**config.mk**
```make
export PLATFORM = sky130hd
export DESIGN_NAME = dma_engine_core
export DESIGN_NICKNAME = d
export VERILOG_FILES = /design/src/rtl/dma_pkg.sv /design/src/rtl/dma_regs.sv /design/src/rtl/dma_read_engine.sv /design/src/rtl/dma_write_engine.sv /design/src/rtl/dma_engine_core.sv
export VERILOG_INCLUDE_DIRS = /design/src /design/src/rtl
export SDC_FILE = /design/constraint.sdc
export NUM_CORES = 1
export LEC_CHECK = 0
export BUFFER_PORTS_ARGS = -buffer_cell sky130_fd_sc_hd__buf_2
export CORE_ASPECT_RATIO = 0.6
export CORE_MARGIN = 2
export CORE_UTILIZATION = 35
export DETAILED_ROUTE_END_ITERATION = 12
export PLACE_DENSITY_LB_ADDON = 0.15
export SYNTH_ARGS = -nofsm -noshare
export SYNTH_HDL_FRONTEND = slang
export SYNTH_HIERARCHICAL = 1
export SYNTH_SLANG_ARGS = --single-unit
export TNS_END_PERCENT = 30
```
**constraint.sdc**
```tcl
create_clock -name clk -period 4.3 [get_ports clk]
set_input_delay 0.86 -clock clk [delete_from_list [all_inputs] [get_ports clk]]
set_output_delay 0.86 -clock clk [all_outputs]
set_load 0.02 [all_outputs]
```
**src/rtl/dma_cfg.svh**
```systemverilog
`ifndef DMA_CFG_SVH
`define DMA_CFG_SVH

// Bus and register widths
`define DMA_ADDR_W 32
`define DMA_DATA_W 32
`define DMA_LEN_W 5

// Burst shape, 8 beats of one 32-bit word each
`define DMA_BURST_LEN 7
`define DMA_BEAT_CNT_W 3
`define DMA_BURST_BYTES 32

// Tail bits tested for the 4 KiB interrupt boundary
`define DMA_PAGE_BITS 12

// Register file layout, one strobe bit per register
`define DMA_NUM_REGS 5
`define DMA_REG_SRC 0
`define DMA_REG_DEST 1
`define DMA_REG_TAIL 2
`define DMA_REG_HEAD 3
`define DMA_REG_CTRL 4

// Control and status bits
`define DMA_CTRL_START 0
`define DMA_CTRL_INTR 31

`endif

```
**src/rtl/dma_pkg.sv**
```systemverilog
`default_nettype none

`include "dma_cfg.svh"

package dma_pkg;

	// Scalar vectors
	typedef logic [`DMA_ADDR_W-1:0] addr_t;
	typedef logic [`DMA_DATA_W-1:0] data_t;
	typedef logic [`DMA_LEN_W-1:0] burst_len_t;
	typedef logic [`DMA_BEAT_CNT_W-1:0] beat_cnt_t;
	typedef logic [`DMA_NUM_REGS-1:0] reg_sel_t;

	// Software write port, one-hot strobe plus word
	typedef struct packed {
		reg_sel_t strobe;
		data_t data;
	} reg_wr_t;

	// Register file contents as seen by both engines
	typedef struct packed {
		addr_t src_base;
		addr_t dest_base;
		addr_t head_ptr;
		addr_t tail_ptr;
		addr_t ctrl_stat;
	} dma_regs_t;

	// Burst request, shared by read and write buses
	typedef struct packed {
		addr_t addr;
		burst_len_t len;
	} mem_req_t;

	// One-hot FSM encodings
	typedef enum logic [2:0] {
		RD_IDLE = 3'b001,
		RD_REQ = 3'b010,
		RD_DATA = 3'b100
	} rd_state_e;

	typedef enum logic [5:0] {
		WR_IDLE = 6'b000001,
		WR_REQ = 6'b000010,
		WR_FIFO_RD = 6'b000100,
		WR_LOAD = 6'b001000,
		WR_DATA = 6'b010000,
		WR_INTR = 6'b100000
	} wr_state_e;

endpackage

`default_nettype wire

```
**src/rtl/dma_regs.sv**
```systemverilog
`timescale 1ns/1ps
`default_nettype none

`include "dma_cfg.svh"

module dma_regs (
	input logic clk,
	input logic rst,
	input dma_pkg::reg_wr_t reg_wr,
	input logic tail_adv,
	input logic intr_set,
	output dma_pkg::dma_regs_t regs,
	output logic intr
);
	import dma_pkg::*;

	// Tail after one finished write burst
	addr_t tail_next;

	assign tail_next = regs.tail_ptr + addr_t'(`DMA_BURST_BYTES);

	//////////////////////////////////////////////////////////////////////
	// Register file
	//////////////////////////////////////////////////////////////////////

	always_ff @(posedge clk)
	begin
		if (rst)
		begin
			regs <= '0;
		end
		else
		begin
			// Plain software registers
			if (reg_wr.strobe[`DMA_REG_SRC])
			begin
				regs.src_base <= reg_wr.data;
			end
			if (reg_wr.strobe[`DMA_REG_DEST])
			begin
				regs.dest_base <= reg_wr.data;
			end
			if (reg_wr.strobe[`DMA_REG_HEAD])
			begin
				regs.head_ptr <= reg_wr.data;
			end
			// Software write beats the engine advance
			if (reg_wr.strobe[`DMA_REG_TAIL])
			begin
				regs.tail_ptr <= reg_wr.data;
			end
			else if (tail_adv)
			begin
				regs.tail_ptr <= tail_next;
			end
			// Interrupt set leaves the other control bits alone
			if (reg_wr.strobe[`DMA_REG_CTRL])
			begin
				regs.ctrl_stat <= reg_wr.data;
			end
			else if (intr_set)
			begin
				regs.ctrl_stat[`DMA_CTRL_INTR] <= 1'b1;
			end
		end
	end

	// Interrupt line straight off the status bit
	assign intr = regs.ctrl_stat[`DMA_CTRL_INTR];

	// Software addresses one register per cycle
	a_strobe_onehot0: assert property (@(posedge clk) disable iff (rst)
		$onehot0(reg_wr.strobe))
		else $error("dma_regs: more than one register strobe set");

endmodule

`default_nettype wire

```
**src/rtl/dma_read_engine.sv**
```systemverilog
`timescale 1ns/1ps
`default_nettype none

`include "dma_cfg.svh"

module dma_read_engine (
	input logic clk,
	input logic rst,
	input dma_pkg::dma_regs_t regs,
	input logic wr_idle,
	input logic fifo_full,
	output dma_pkg::mem_req_t rd_req,
	output logic rd_req_valid,
	input logic rd_req_ready,
	input dma_pkg::data_t rd_rdata,
	input logic rd_valid,
	input logic rd_last,
	output logic rd_ready,
	output logic fifo_wen,
	output dma_pkg::data_t fifo_wdata
);
	import dma_pkg::*;

	rd_state_e state_q;
	rd_state_e state_d;
	// Byte offset from source base, one burst per step
	addr_t rd_offset;
	logic start_ok;
	logic req_fire;
	logic last_fire;

	// Start only with the writer parked and work pending
	assign start_ok = wr_idle & regs.ctrl_stat[`DMA_CTRL_START]
		& (regs.head_ptr != regs.tail_ptr);
	assign req_fire = rd_req_valid & rd_req_ready;
	assign last_fire = rd_valid & rd_ready & rd_last;

	//////////////////////////////////////////////////////////////////////
	// Bus side
	//////////////////////////////////////////////////////////////////////

	assign rd_req.addr = regs.src_base + rd_offset;
	assign rd_req.len = burst_len_t'(`DMA_BURST_LEN);
	// No new request once the FIFO holds a burst
	assign rd_req_valid = (state_q == RD_REQ) & ~fifo_full;
	assign rd_ready = (state_q == RD_DATA);

	// Accepted beats go straight into the FIFO
	assign fifo_wen = rd_valid & rd_ready;
	assign fifo_wdata = rd_rdata;

	always_ff @(posedge clk)
	begin
		if (rst)
		begin
			rd_offset <= '0;
		end
		else if (last_fire)
		begin
			rd_offset <= rd_offset + addr_t'(`DMA_BURST_BYTES);
		end
	end

	//////////////////////////////////////////////////////////////////////
	// FSM
	//////////////////////////////////////////////////////////////////////

	always_ff @(posedge clk)
	begin
		if (rst)
		begin
			state_q <= RD_IDLE;
		end
		else
		begin
			state_q <= state_d;
		end
	end

	always_comb
	begin
		state_d = state_q;
		case (state_q)
			RD_IDLE:
				if (start_ok)
				begin
					state_d = RD_REQ;
				end
			// Full FIFO hands over to the writer
			RD_REQ:
				if (fifo_full)
				begin
					state_d = RD_IDLE;
				end
				else if (req_fire)
				begin
					state_d = RD_DATA;
				end
			RD_DATA:
				if (last_fire)
				begin
					state_d = RD_REQ;
				end
			default:
				state_d = RD_IDLE;
		endcase
	end

	a_state_onehot: assert property (@(posedge clk) disable iff (rst)
		$onehot(state_q))
		else $error("dma_read_engine: state not one-hot");

endmodule

`default_nettype wire

```
**src/rtl/dma_write_engine.sv**
```systemverilog
`timescale 1ns/1ps
`default_nettype none

`include "dma_cfg.svh"

module dma_write_engine (
	input logic clk,
	input logic rst,
	input dma_pkg::dma_regs_t regs,
	input logic fifo_full,
	input logic fifo_empty,
	input dma_pkg::data_t fifo_rdata,
	output logic fifo_rden,
	output dma_pkg::mem_req_t wr_req,
	output logic wr_req_valid,
	input logic wr_req_ready,
	output dma_pkg::data_t wr_data,
	output logic wr_valid,
	output logic wr_last,
	input logic wr_ready,
	output logic tail_adv,
	output logic intr_set,
	output logic wr_idle
);
	import dma_pkg::*;

	wr_state_e state_q;
	wr_state_e state_d;
	// Beat index within the current burst
	beat_cnt_t beat_q;
	// Word captured from the FIFO, held through stalls
	data_t data_q;
	logic start_ok;
	logic page_hit;
	logic req_fire;
	logic beat_fire;

	// Writer kicks off once the reader has filled the FIFO
	assign start_ok = fifo_full & regs.ctrl_stat[`DMA_CTRL_START]
		& (regs.head_ptr != regs.tail_ptr);
	// Tail sits on a 4 KiB boundary
	assign page_hit = (regs.tail_ptr[`DMA_PAGE_BITS-1:0] == '0);
	assign req_fire = wr_req_valid & wr_req_ready;
	assign beat_fire = wr_valid & wr_ready;

	//////////////////////////////////////////////////////////////////////
	// Bus and FIFO side
	//////////////////////////////////////////////////////////////////////

	assign wr_req.addr = regs.dest_base + regs.tail_ptr;
	assign wr_req.len = burst_len_t'(`DMA_BURST_LEN);
	assign wr_req_valid = (state_q == WR_REQ) & ~fifo_empty;

	// One FIFO pop per beat, data back a cycle later
	assign fifo_rden = (state_q == WR_FIFO_RD);

	assign wr_data = data_q;
	assign wr_valid = (state_q == WR_DATA);
	assign wr_last = wr_valid & (beat_q == beat_cnt_t'(`DMA_BURST_LEN));

	// Engine strobes into the register file
	assign tail_adv = beat_fire & wr_last;
	assign intr_set = (state_q == WR_INTR);
	assign wr_idle = (state_q == WR_IDLE);

	// Capture in WR_LOAD when fifo_rdata is valid
	always_ff @(posedge clk)
	begin
		if (state_q == WR_LOAD)
		begin
			data_q <= fifo_rdata;
		end
	end

	// Wraps to zero after the eighth beat
	always_ff @(posedge clk)
	begin
		if (rst)
		begin
			beat_q <= '0;
		end
		else if (beat_fire)
		begin
			beat_q <= beat_q + beat_cnt_t'(1);
		end
	end

	//////////////////////////////////////////////////////////////////////
	// FSM
	//////////////////////////////////////////////////////////////////////

	always_ff @(posedge clk)
	begin
		if (rst)
		begin
			state_q <= WR_IDLE;
		end
		else
		begin
			state_q <= state_d;
		end
	end

	always_comb
	begin
		state_d = state_q;
		case (state_q)
			WR_IDLE:
				if (start_ok)
				begin
					state_d = WR_REQ;
				end
			// Drained FIFO ends the pass, maybe with an interrupt
			WR_REQ:
				if (fifo_empty)
				begin
					state_d = page_hit ? WR_INTR : WR_IDLE;
				end
				else if (req_fire)
				begin
					state_d = WR_FIFO_RD;
				end
			WR_FIFO_RD:
				state_d = WR_LOAD;
			WR_LOAD:
				state_d = WR_DATA;
			// Hold the word until wr_ready
			WR_DATA:
				if (beat_fire)
				begin
					state_d = wr_last ? WR_REQ : WR_FIFO_RD;
				end
			WR_INTR:
				state_d = WR_IDLE;
			default:
				state_d = WR_IDLE;
		endcase
	end

	// A granted burst always finds its words in the FIFO
	a_no_empty_pop: assert property (@(posedge clk) disable iff (rst)
		fifo_rden |-> !fifo_empty)
		else $error("dma_write_engine: FIFO read while empty");

	a_state_onehot: assert property (@(posedge clk) disable iff (rst)
		$onehot(state_q))
		else $error("dma_write_engine: state not one-hot");

endmodule

`default_nettype wire

```
**src/rtl/dma_engine_core.sv**
```systemverilog
`timescale 1ns/1ps
`default_nettype none

module dma_engine_core (
	input logic clk,
	input logic rst,
	// Software register port
	input dma_pkg::reg_wr_t reg_wr,
	output dma_pkg::dma_regs_t regs,
	output logic intr,
	// Read bus
	output dma_pkg::mem_req_t rd_req,
	output logic rd_req_valid,
	input logic rd_req_ready,
	input dma_pkg::data_t rd_rdata,
	input logic rd_valid,
	input logic rd_last,
	output logic rd_ready,
	// Write bus
	output dma_pkg::mem_req_t wr_req,
	output logic wr_req_valid,
	input logic wr_req_ready,
	output dma_pkg::data_t wr_data,
	output logic wr_valid,
	output logic wr_last,
	input logic wr_ready,
	// External FIFO
	output logic fifo_wen,
	output dma_pkg::data_t fifo_wdata,
	output logic fifo_rden,
	input dma_pkg::data_t fifo_rdata,
	input logic fifo_empty,
	input logic fifo_full
);

	// Engine strobes back into the register file
	logic tail_adv;
	logic intr_set;
	// Reader waits on this
	logic wr_idle;

	//////////////////////////////////////////////////////////////////////
	// Registers
	//////////////////////////////////////////////////////////////////////

	dma_regs i_dma_regs (
		.clk(clk),
		.rst(rst),
		.reg_wr(reg_wr),
		.tail_adv(tail_adv),
		.intr_set(intr_set),
		.regs(regs),
		.intr(intr)
	);

	//////////////////////////////////////////////////////////////////////
	// Engines
	//////////////////////////////////////////////////////////////////////

	dma_read_engine i_dma_read_engine (
		.clk(clk),
		.rst(rst),
		.regs(regs),
		.wr_idle(wr_idle),
		.fifo_full(fifo_full),
		.rd_req(rd_req),
		.rd_req_valid(rd_req_valid),
		.rd_req_ready(rd_req_ready),
		.rd_rdata(rd_rdata),
		.rd_valid(rd_valid),
		.rd_last(rd_last),
		.rd_ready(rd_ready),
		.fifo_wen(fifo_wen),
		.fifo_wdata(fifo_wdata)
	);

	dma_write_engine i_dma_write_engine (
		.clk(clk),
		.rst(rst),
		.regs(regs),
		.fifo_full(fifo_full),
		.fifo_empty(fifo_empty),
		.fifo_rdata(fifo_rdata),
		.fifo_rden(fifo_rden),
		.wr_req(wr_req),
		.wr_req_valid(wr_req_valid),
		.wr_req_ready(wr_req_ready),
		.wr_data(wr_data),
		.wr_valid(wr_valid),
		.wr_last(wr_last),
		.wr_ready(wr_ready),
		.tail_adv(tail_adv),
		.intr_set(intr_set),
		.wr_idle(wr_idle)
	);

endmodule

`default_nettype wire

```
* After elaboration in Yosys (flattened, before gate mapping)
Index checks and enable logic that the tools add are counted.
** Operators by class
- Multiplexer cells :: 16
- $add $sub $neg :: 5
- Equality and inequality tests :: 17
- Reduce and logical (&&, ||, !) cells :: 5
- Bitwise logic cells :: 15
** Operators by type and width (number)
- adder 32 bit :: 2
- adder 32 x 6 -> 32 bit, second input constant :: 2
- two-way mux 32 bit :: 2
- inequality test 32 bit :: 1
- two-way mux 6 bit :: 5
- one-hot mux 6 bit (5 select lines) :: 1
- two-way mux 3 bit :: 5
- AND 1 bit :: 13
- logical NOT 12 bit :: 1
- one-hot mux 3 bit (3 select lines) :: 1
- == test 3 bit, second input constant :: 2
- == test 6 x 1 -> 1 bit, second input constant :: 1
- == test 6 x 2 -> 1 bit, second input constant :: 1
- == test 6 x 3 -> 1 bit, second input constant :: 1
- == test 6 x 4 -> 1 bit, second input constant :: 1
- == test 6 x 5 -> 1 bit, second input constant :: 1
- == test 6 bit, second input constant :: 1
- inequality test 3 x 2 -> 1 bit, second input constant :: 2
- AND reduction 3 bit :: 2
- inequality test 2 x 1 -> 1 bit, second input constant :: 2
- inequality test 2 bit, second input constant :: 2
- nonzero test 2 bit :: 2
- adder 3 x 1 -> 3 bit, second input constant :: 1
- == test 3 x 1 -> 1 bit, second input constant :: 1
- 3 further kinds :: 5
** Storage, ports and cells
- Input port bits :: 110
- Output and inout port bits :: 306
- Word-level logic and storage cells :: 69
- Register bits after elaboration :: 236

* Depth between registers and ports, before layout
Gate-level depths: netlist (run 1).
- Word-level depth :: 6
- Gate-level depth with buffers :: 10
- Depth with buffers taken out :: 10

* Hierarchy
The synthesis (run 1) kept the hierarchy.
** Modules (own cells, without submodules)
- dma_regs :: area each 6168.4 um^2, cells each 622, sequential area each 3203.1 um^2, instances 1
- dma_write_engine :: area each 3646.0 um^2, cells each 380, sequential area each 1141.1 um^2, instances 1
- dma_read_engine :: area each 3445.8 um^2, cells each 444, sequential area each 600.6 um^2, instances 1

* Worst setup path after synthesis (run 1)
No wires, ideal clock.
- Path kind :: flip-flop to flip-flop
- From :: register i_dma_write_engine.state_q[0]
- To :: register i_dma_write_engine.data_q[0] (netlist: i_dma_write_engine/wr_data[0]) (enable)
- Slack :: 0.468 ns
- Stages on the path, launching flop included :: 3
- Library setup time :: 0.470 ns
- Data arrival time :: 3.362 ns
- Cells stage by stage :: dfxtp_1 or4_4 nor3b_1
** On the way
- Word-level cells in the longest chain between the ends :: 1
** Ends and longest elaborated chain
- start, declared :: RTL line dma_write_engine.sv:27 : wr_state_e state_q;
- start signal, assigned :: RTL line dma_write_engine.sv:100 : state_q <= state_d;
- == test 6 x 4 -> 1 bit :: RTL line dma_write_engine.sv:69 : if (state_q == WR_LOAD)
- end signal, assigned :: RTL line dma_write_engine.sv:71 : data_q <= fifo_rdata;
- end, declared :: RTL line dma_write_engine.sv:32 : data_t data_q;
Every way passes these cells.
A chain may end at the register's enable or synchronous reset.

==> flow_metrics.env, run 1 <==
export IMPL_status="complete, no violations"
export IMPL_holdBufCountCts=0
export IMPL_setup_viol=0
export IMPL_finalMaxSlewViolations=0
export IMPL_synth_edf_count=32
export IMPL_synth_cell_types=86
export IMPL_clock_sinks=231
export IMPL_ir_drop_v=0.0002657
export IMPL_tritoncts="built"
export IMPL_synthTopCellsByArea="dfxtp_1 30%, mux2i_1 10%, edfxtp_1 7.2%, xor2_1 7.1%, nor2_1 6.3%"
export IMPL_drcViolationCount=0
export IMPL_io_buffers=341
export IMPL_fillers=3748
export IMPL_yosysTopAreaCell="dfxtp_1"
export IMPL_clk_insertion_delay_late_ns=0.54
export IMPL_ys_seq_area_share_pct=37.29
export IMPL_synthToLayoutAreaGrowth_pct=22.28
export IMPL_core_sq_um=37500
export IMPL_grt_max_degree=75
export IMPL_fin_tns_setup_ns=0
export IMPL_grt_pass1_vias=10620
export IMPL_htreeDepth=1
export IMPL_hold_start="i_dma_write_engine/beat_q[2]$_SDFFE_PP0P_"
export IMPL_synth_common_cells="224 x nor2_1, 199 x dfxtp_1, 133 x mux2i_1"
export IMPL_drive_above_1_share_pct=26.58
export IMPL_cp_data_required_time_ns=3.44
export IMPL_ys_ff_latch=231
export IMPL_maxSlewHeadroom_pct=25.88
export IMPL_whs_ns=0.4702
export IMPL_synth_cells=1446
export IMPL_max_freq_mhz=240.4
export IMPL_cts_buffers=26
export IMPL_crit_path_max_fanout=4
export IMPL_grt_overflow=0
export IMPL_finalHoldViolCount=0
export IMPL_min_to="i_dma_write_engine/beat_q[2]$_SDFFE_PP0P_"
export IMPL_hpwl_um=36280
export IMPL_regToRegSetupSlack_ns=0.62
export IMPL_fin_util_pct=43.23
export IMPL_die_h_um=154.8
export IMPL_crit_family="compound AO/OA/AOI/OAI gates"
export IMPL_drv_cap=0
export IMPL_pre_cts_ws_ns=0.5935
export IMPL_gr_usage_all_layers_pct=22.83
export IMPL_slowest_delay_ns=0.42
export IMPL_yosysMostFrequentCell="nor2_1"
export IMPL_antenna_found_initial=2
export IMPL_crit_arrival_ns=3.30
export IMPL_end_kind="primary output"
export IMPL_critical_path_buf_inv_count=1
export IMPL_min_period_ns=4.160
export IMPL_first_pass_iters=5
export IMPL_cts_root_buf="clkbuf_16"
export IMPL_synth_main_ff_cell="dfxtp_1"
export IMPL_wl_per_cell_um=20.79
export IMPL_power_per_cell_area_nw_per_um2=366.9
export IMPL_std_cell_rows=55
export IMPL_grt_pass1_wl_um=68330
export IMPL_fin_nets=1910
export IMPL_r2r_start="i_dma_write_engine/state_q[0]$_SDFFE_PP1P_"
export IMPL_die_x_um=255.3
export IMPL_avgViaCountPerCell=5.261
export IMPL_synth_top_area_share_pct=30.04
export IMPL_pin_count=416
export IMPL_reg2reg_depth=7
export IMPL_dieArea_sq_um=39510
export IMPL_min_period_over_period_pct=96.74
export IMPL_cp_start_kind="flip-flop"
export IMPL_crit_chain="ha_1 -> fa_1 -> a21o_1 -> a221oi_4 -> o21ai_4 -> a211oi_2 -> o31ai_2 -> a31oi_1 -> xnor2_1 -> buf_2"
export IMPL_worst_slew_pin_slew_ns=1.112
export IMPL_skew_ns=0.01184
export IMPL_clk_pin_slew_ns=0.06
export IMPL_ys_warn_count=6
export IMPL_cpMaxStageDelayCell="fa_1"
export IMPL_hold_depth=2
export IMPL_synth_cell_area_sq_um=13260
export IMPL_avgSynthCellArea_sq_um=9.170
export IMPL_hp_class="flip-flop to flip-flop"
export IMPL_synth_async_reset_ratio_pct=0
export IMPL_drtIter0Drc=983
export IMPL_power_leakage_nw=7.871
export IMPL_worst_slack_ns=0.1400
export IMPL_reg2reg_to="i_dma_regs/regs[59]$_SDFFE_PP0N_"
export IMPL_max_clock_path_buffers=3
export IMPL_wl_um=47230
export IMPL_critical_path_class="flip-flop to primary output"
export IMPL_vias=11950
export IMPL_gp_congestion=0.9404
export IMPL_initial_core_util_pct=35.36
export IMPL_drt_antenna_violating_nets=0
-- kinds of logic after synthesis --
logic type | share of synthesized area, %
buf+inv | 5.105
simple gates | 18.25
compound gates | 12.97
mux | 10.04
fa+ha+maj | 6.058
xor+xnor | 10.17
other cells | 0.1132
flops | 37.29
-- timing repair --
| action | in CTS | in global routing |
|---|---|---|
| setup endpoints to repair | 1 | 14 |
| pin swaps | 0 | 4 |
| hold endpoints to repair | 0 | 0 |
| setup buffers | 0 | 1 |
| resized for setup | 1 | 19 |
-- per-stage QoR --
stage | instances | area, sq um | power, W
after floorplan | 1452 | 13280 | 0.003262
after global placement | 2221 | 15230 | 0.003656
after detailed placement | 2221 | 15230 | 0.003664
after CTS | 2269 | 16100 | 0.006006
after global routing | 2271 | 16210 | 0.006209
final | 2272 | 16210 | 0.005949
-- worst register-to-register path, stage by stage (launching register included) --
cell,delay [ns]
dfxtp_1,0.37
or4_4,0.58
nor3b_4,0.37
and3_2,0.43
nand2_1,0.33
nor2_1,0.59
or4b_1,0.48
a311oi_1,0.40
-- report_power, final --
part           internal, W  switching [W]
Sequential         0.00230       0.000142
Combinational     0.000433       0.000760
Clock              0.00136       0.000954
Total              0.00409        0.00186
-- placed cells by master (no fill, tap or decap), types with 6 or more instances in the layout --
cell,n
a211oi_1,17
a211oi_2,7
a21o_1,29
a21oi_1,72
a311oi_1,8
a31o_2,6
a31oi_1,6
and2_1,8
and3_1,18
and4_1,10
buf_2,339
buf_4,22
clkbuf_1,6
clkbuf_16,27
conb_1,10
dfxtp_1,196
edfxtp_1,32
ha_1,60
inv_1,23
mux2i_1,133
nand2_1,65
nand2b_1,8
nand3_1,29
nand4_1,27
nor2_1,224
nor2b_1,11
nor3_1,11
nor4_1,27
o211ai_1,11
o21a_1,6
o21ai_0,31
xnor2_1,46
xor2_1,108
-- metal layers --
layer / part of all wire [%] / global-route usage, % / wire length, um / up-vias
li1: - / - / - / 5713
met4: 1.3 / 4.038 / 630 / 0
met3: 9.3 / 6.833 / 4409 / 40
met5: 0 / 0 / 0 / -
met1: 50 / 35.12 / 23500 / 5716
met2: 40 / 30.99 / 18690 / 485
-- layout make-up --
| class | count | area, sq um | share of cell area (%) |
|---|---|---|---|
| Inverter | 24 | 90.09 | 0.5556 |
| Sequential cell | 231 | 4949 | 30.52 |
| Clock inverter | 13 | 145.1 | 0.8951 |
| Timing Repair Buffer | 363 | 1893 | 11.68 |
| Multi-Input combinational cell | 1091 | 7765 | 47.89 |
| Tap cell | 513 | 641.9 | 3.959 |
| Antenna cell | 2 | 5.005 | 0.03087 |
| Clock buffer | 35 | 725.7 | 4.476 |
-- flip-flops by register name, summed over array words and instances (netlist names) --
name,count
i_dma_regs/regs,159
i_dma_write_engine/state_q,6
i_dma_read_engine/rd_offset,27
i_dma_regs/intr,1
i_dma_read_engine/state_q,3
i_dma_write_engine/wr_data,32
i_dma_write_engine/beat_q,3
-- how the worst max path moves through the flow --
stage	from	end	slack, ns	cells after the start
floorplan	i_dma_write_engine/state_q[0]$_SDFFE_PP1P_	i_dma_write_engine/wr_data[0]$_DFFE_PP_	0.47	2
global placement	i_dma_regs/regs[33]$_SDFFE_PP0P_	wr_req[36]	0.68	9
detailed placement	i_dma_regs/regs[33]$_SDFFE_PP0P_	wr_req[36]	0.59	9
CTS	i_dma_read_engine/rd_offset[5]$_SDFFE_PP0P_	rd_req[30]	0.08	11
global route	i_dma_regs/regs[34]$_SDFFE_PP0P_	wr_req[34]	-0.005	9
finish	i_dma_regs/regs[32]$_SDFFE_PP0P_	wr_req[31]	0.14	10
No activity file was read; power rests on OpenSTA's default activity.
==> run 2: changes to the inputs <==
--- a/config.mk
+++ b/config.mk
@@ -6,7 +6,7 @@
 export SDC_FILE = /design/constraint.sdc
 export NUM_CORES = 1
 export LEC_CHECK = 0
-export BUFFER_PORTS_ARGS = -buffer_cell sky130_fd_sc_hd__buf_2
+export BUFFER_PORTS_ARGS = -buffer_cell sky130_fd_sc_hd__buf_4
 export CORE_ASPECT_RATIO = 0.6
 export CORE_MARGIN = 2
 export CORE_UTILIZATION = 35
==> flow_metrics.env, run 2 (synthesis results as in run 1) <==
export IMPL_status="complete, no violations"
export IMPL_largest_reg_flops=159
export IMPL_diodes=0
export IMPL_final_cell_mix="358 x buf_4, 224 x nor2_1, 197 x dfxtp_1"
export IMPL_gr_usage_all_layers_pct=23.11
export IMPL_critical_path_buf_inv_count=1
export IMPL_grt_max_degree=82
export IMPL_cp_start_kind="flip-flop"
export IMPL_grt_overflow=0
export IMPL_maxSlewHeadroom_pct=31.56
export IMPL_largest_register="i_dma_regs/regs"
export IMPL_core_sq_um=37500
export IMPL_io_buffers=341
export IMPL_hpwl_um=36790
export IMPL_clk_pin_slew_ns=0.07
export IMPL_avgViaCountPerCell=5.241
export IMPL_critical_path_class="flip-flop to primary output"
export IMPL_drt_antenna_violating_nets=0
export IMPL_clk_insertion_delay_late_ns=0.53
export IMPL_fin_tns_setup_ns=0
export IMPL_cts_root_buf="clkbuf_16"
export IMPL_fin_area_sq_um=16940
export IMPL_wl_per_cell_um=21.03
export IMPL_wl_um=47610
export IMPL_pin_count=416
export IMPL_grt_pass1_vias=10740
export IMPL_synthToLayoutAreaGrowth_pct=27.73
export IMPL_initial_core_util_pct=35.36
export IMPL_max_clock_path_buffers=3
export IMPL_ir_drop_v=0.0002660
export IMPL_dieArea_sq_um=39510
export IMPL_first_pass_iters=5
export IMPL_layout_commonest_cell="buf_4"
export IMPL_min_period_ns=4.256
export IMPL_grt_pass1_wl_um=69240
export IMPL_drtIter0Drc=857
export IMPL_placed_area_sq_um=16060
export IMPL_worst_slew_pin_slew_ns=1.017
export IMPL_pre_cts_ws_ns=0.5511
export IMPL_postCtsSetupRepairBufs=0
export IMPL_cp_data_required_time_ns=3.44
export IMPL_crit_chain="ha_2 -> nand4_1 -> a2111oi_0 -> a22oi_2 -> a21oi_2 -> a221oi_2 -> and3_1 -> nor3_1 -> buf_4"
export IMPL_drive_above_1_share_pct=26.44
export IMPL_drcViolationCount=0
export IMPL_crit_arrival_ns=3.40
export IMPL_finalHoldViolCount=0
export IMPL_skew_ns=0.01602
export IMPL_rsz0062_at_grt="yes"
export IMPL_finalMaxSlewViolations=0
export IMPL_min_period_over_period_pct=98.98
export IMPL_end_kind="primary output"
export IMPL_holdBufCountCts=0
export IMPL_power_leakage_nw=7.990
export IMPL_setup_viol=0
export IMPL_max_freq_mhz=234.9
export IMPL_die_x_um=255.3
export IMPL_gp_congestion=0.9602
export IMPL_crit_family="compound AO/OA/AOI/OAI gates"
export IMPL_die_h_um=154.8
export IMPL_vias=11870
export IMPL_cpMaxStageDelayCell="a2111oi_0"
export IMPL_cts_buffers=25
export IMPL_antenna_found_initial=0
export IMPL_crit_path_max_fanout=9
export IMPL_clock_sinks=231
export IMPL_std_cell_rows=55
export IMPL_slowest_delay_ns=0.52
export IMPL_power_w=0.005972
export IMPL_worst_slack_ns=0.04366
export IMPL_tritoncts="built"
export IMPL_fin_nets=1906
export IMPL_htreeDepth=1
export IMPL_whs_ns=0.4632
export IMPL_power_per_cell_area_nw_per_um2=352.6
export IMPL_drv_cap=0
export IMPL_hp_class="flip-flop to flip-flop"
-- run 2: cell count changes in the layout (fill, tap and decap cells not counted), sizes merged --
cell and change:
clkbuf -4, buf -3, diode -2, inv +1
-- run 2: stage by stage --
stage,util (%),cells
after global routing,45.16,2264
after CTS,45.05,2264
final,45.16,2264
after global placement,42.83,2219
after floorplan,-,1452
after detailed placement,42.83,2219
-- run 2: final timing paths --
check / startpoint / endpoint / slack, ns / cells after the start
min reg2reg: i_dma_write_engine/beat_q[2]$_SDFFE_PP0P_ / i_dma_write_engine/beat_q[2]$_SDFFE_PP0P_ / 0.46 / 2
max: i_dma_regs/regs[46]$_SDFFE_PP0N_ / wr_req[36] / 0.04 / 9
min: i_dma_write_engine/beat_q[2]$_SDFFE_PP0P_ / i_dma_write_engine/beat_q[2]$_SDFFE_PP0P_ / 0.46 / 2
max reg2reg: i_dma_write_engine/state_q[0]$_SDFFE_PP1P_ / i_dma_regs/regs[59]$_SDFFE_PP0N_ / 0.82 / 7
-- run 2: report_power, final --
part | switching (W) | leakage, nW | total (W) | internal (W)
Clock | 0.000945 | 0.405 | 0.00224 | 0.00129
Sequential | 0.000146 | 1.93 | 0.00244 | 0.00230
Combinational | 0.000767 | 5.66 | 0.00129 | 0.000527
-- run 2: area by class of cell --
class | count | area (sq um)
Sequential cell | 231 | 4947
Tap cell | 513 | 641.9
Fill cell | 3709 | 20570
Timing Repair Buffer | 360 | 2719
Clock buffer | 31 | 669.4
Inverter | 24 | 90.09
Clock inverter | 14 | 160.2
Multi-Input combinational cell | 1091 | 7710
-- run 2: timing repair --
| action | in CTS | in global routing |
|---|---|---|
| setup endpoints to repair | 1 | 10 |
| resized for setup | 1 | 9 |
| endpoints found under the hold margin | 0 | 0 |
-- run 2: metal layers --
| layer | routed length (um) | vias up | part of all wire, % | global-route usage (%) |
|---|---|---|---|---|
| met4 | 566 | 0 | 1.2 | 3.425 |
| met2 | 19210 | 469 | 40 | 32.13 |
| met3 | 4194 | 46 | 8.8 | 5.301 |
| met5 | 0 | - | 0 | 0 |
| met1 | 23640 | 5660 | 50 | 36.18 |
| li1 | - | 5691 | - | - |
-- run 2: worst reg2reg max path: stages (launching register included) --
cell,delay [ns]
dfxtp_1,0.37
or4_4,0.58
nor3b_4,0.38
and3_2,0.41
nand2_1,0.30
nor2_1,0.61
or4b_1,0.50
a311oi_1,0.25
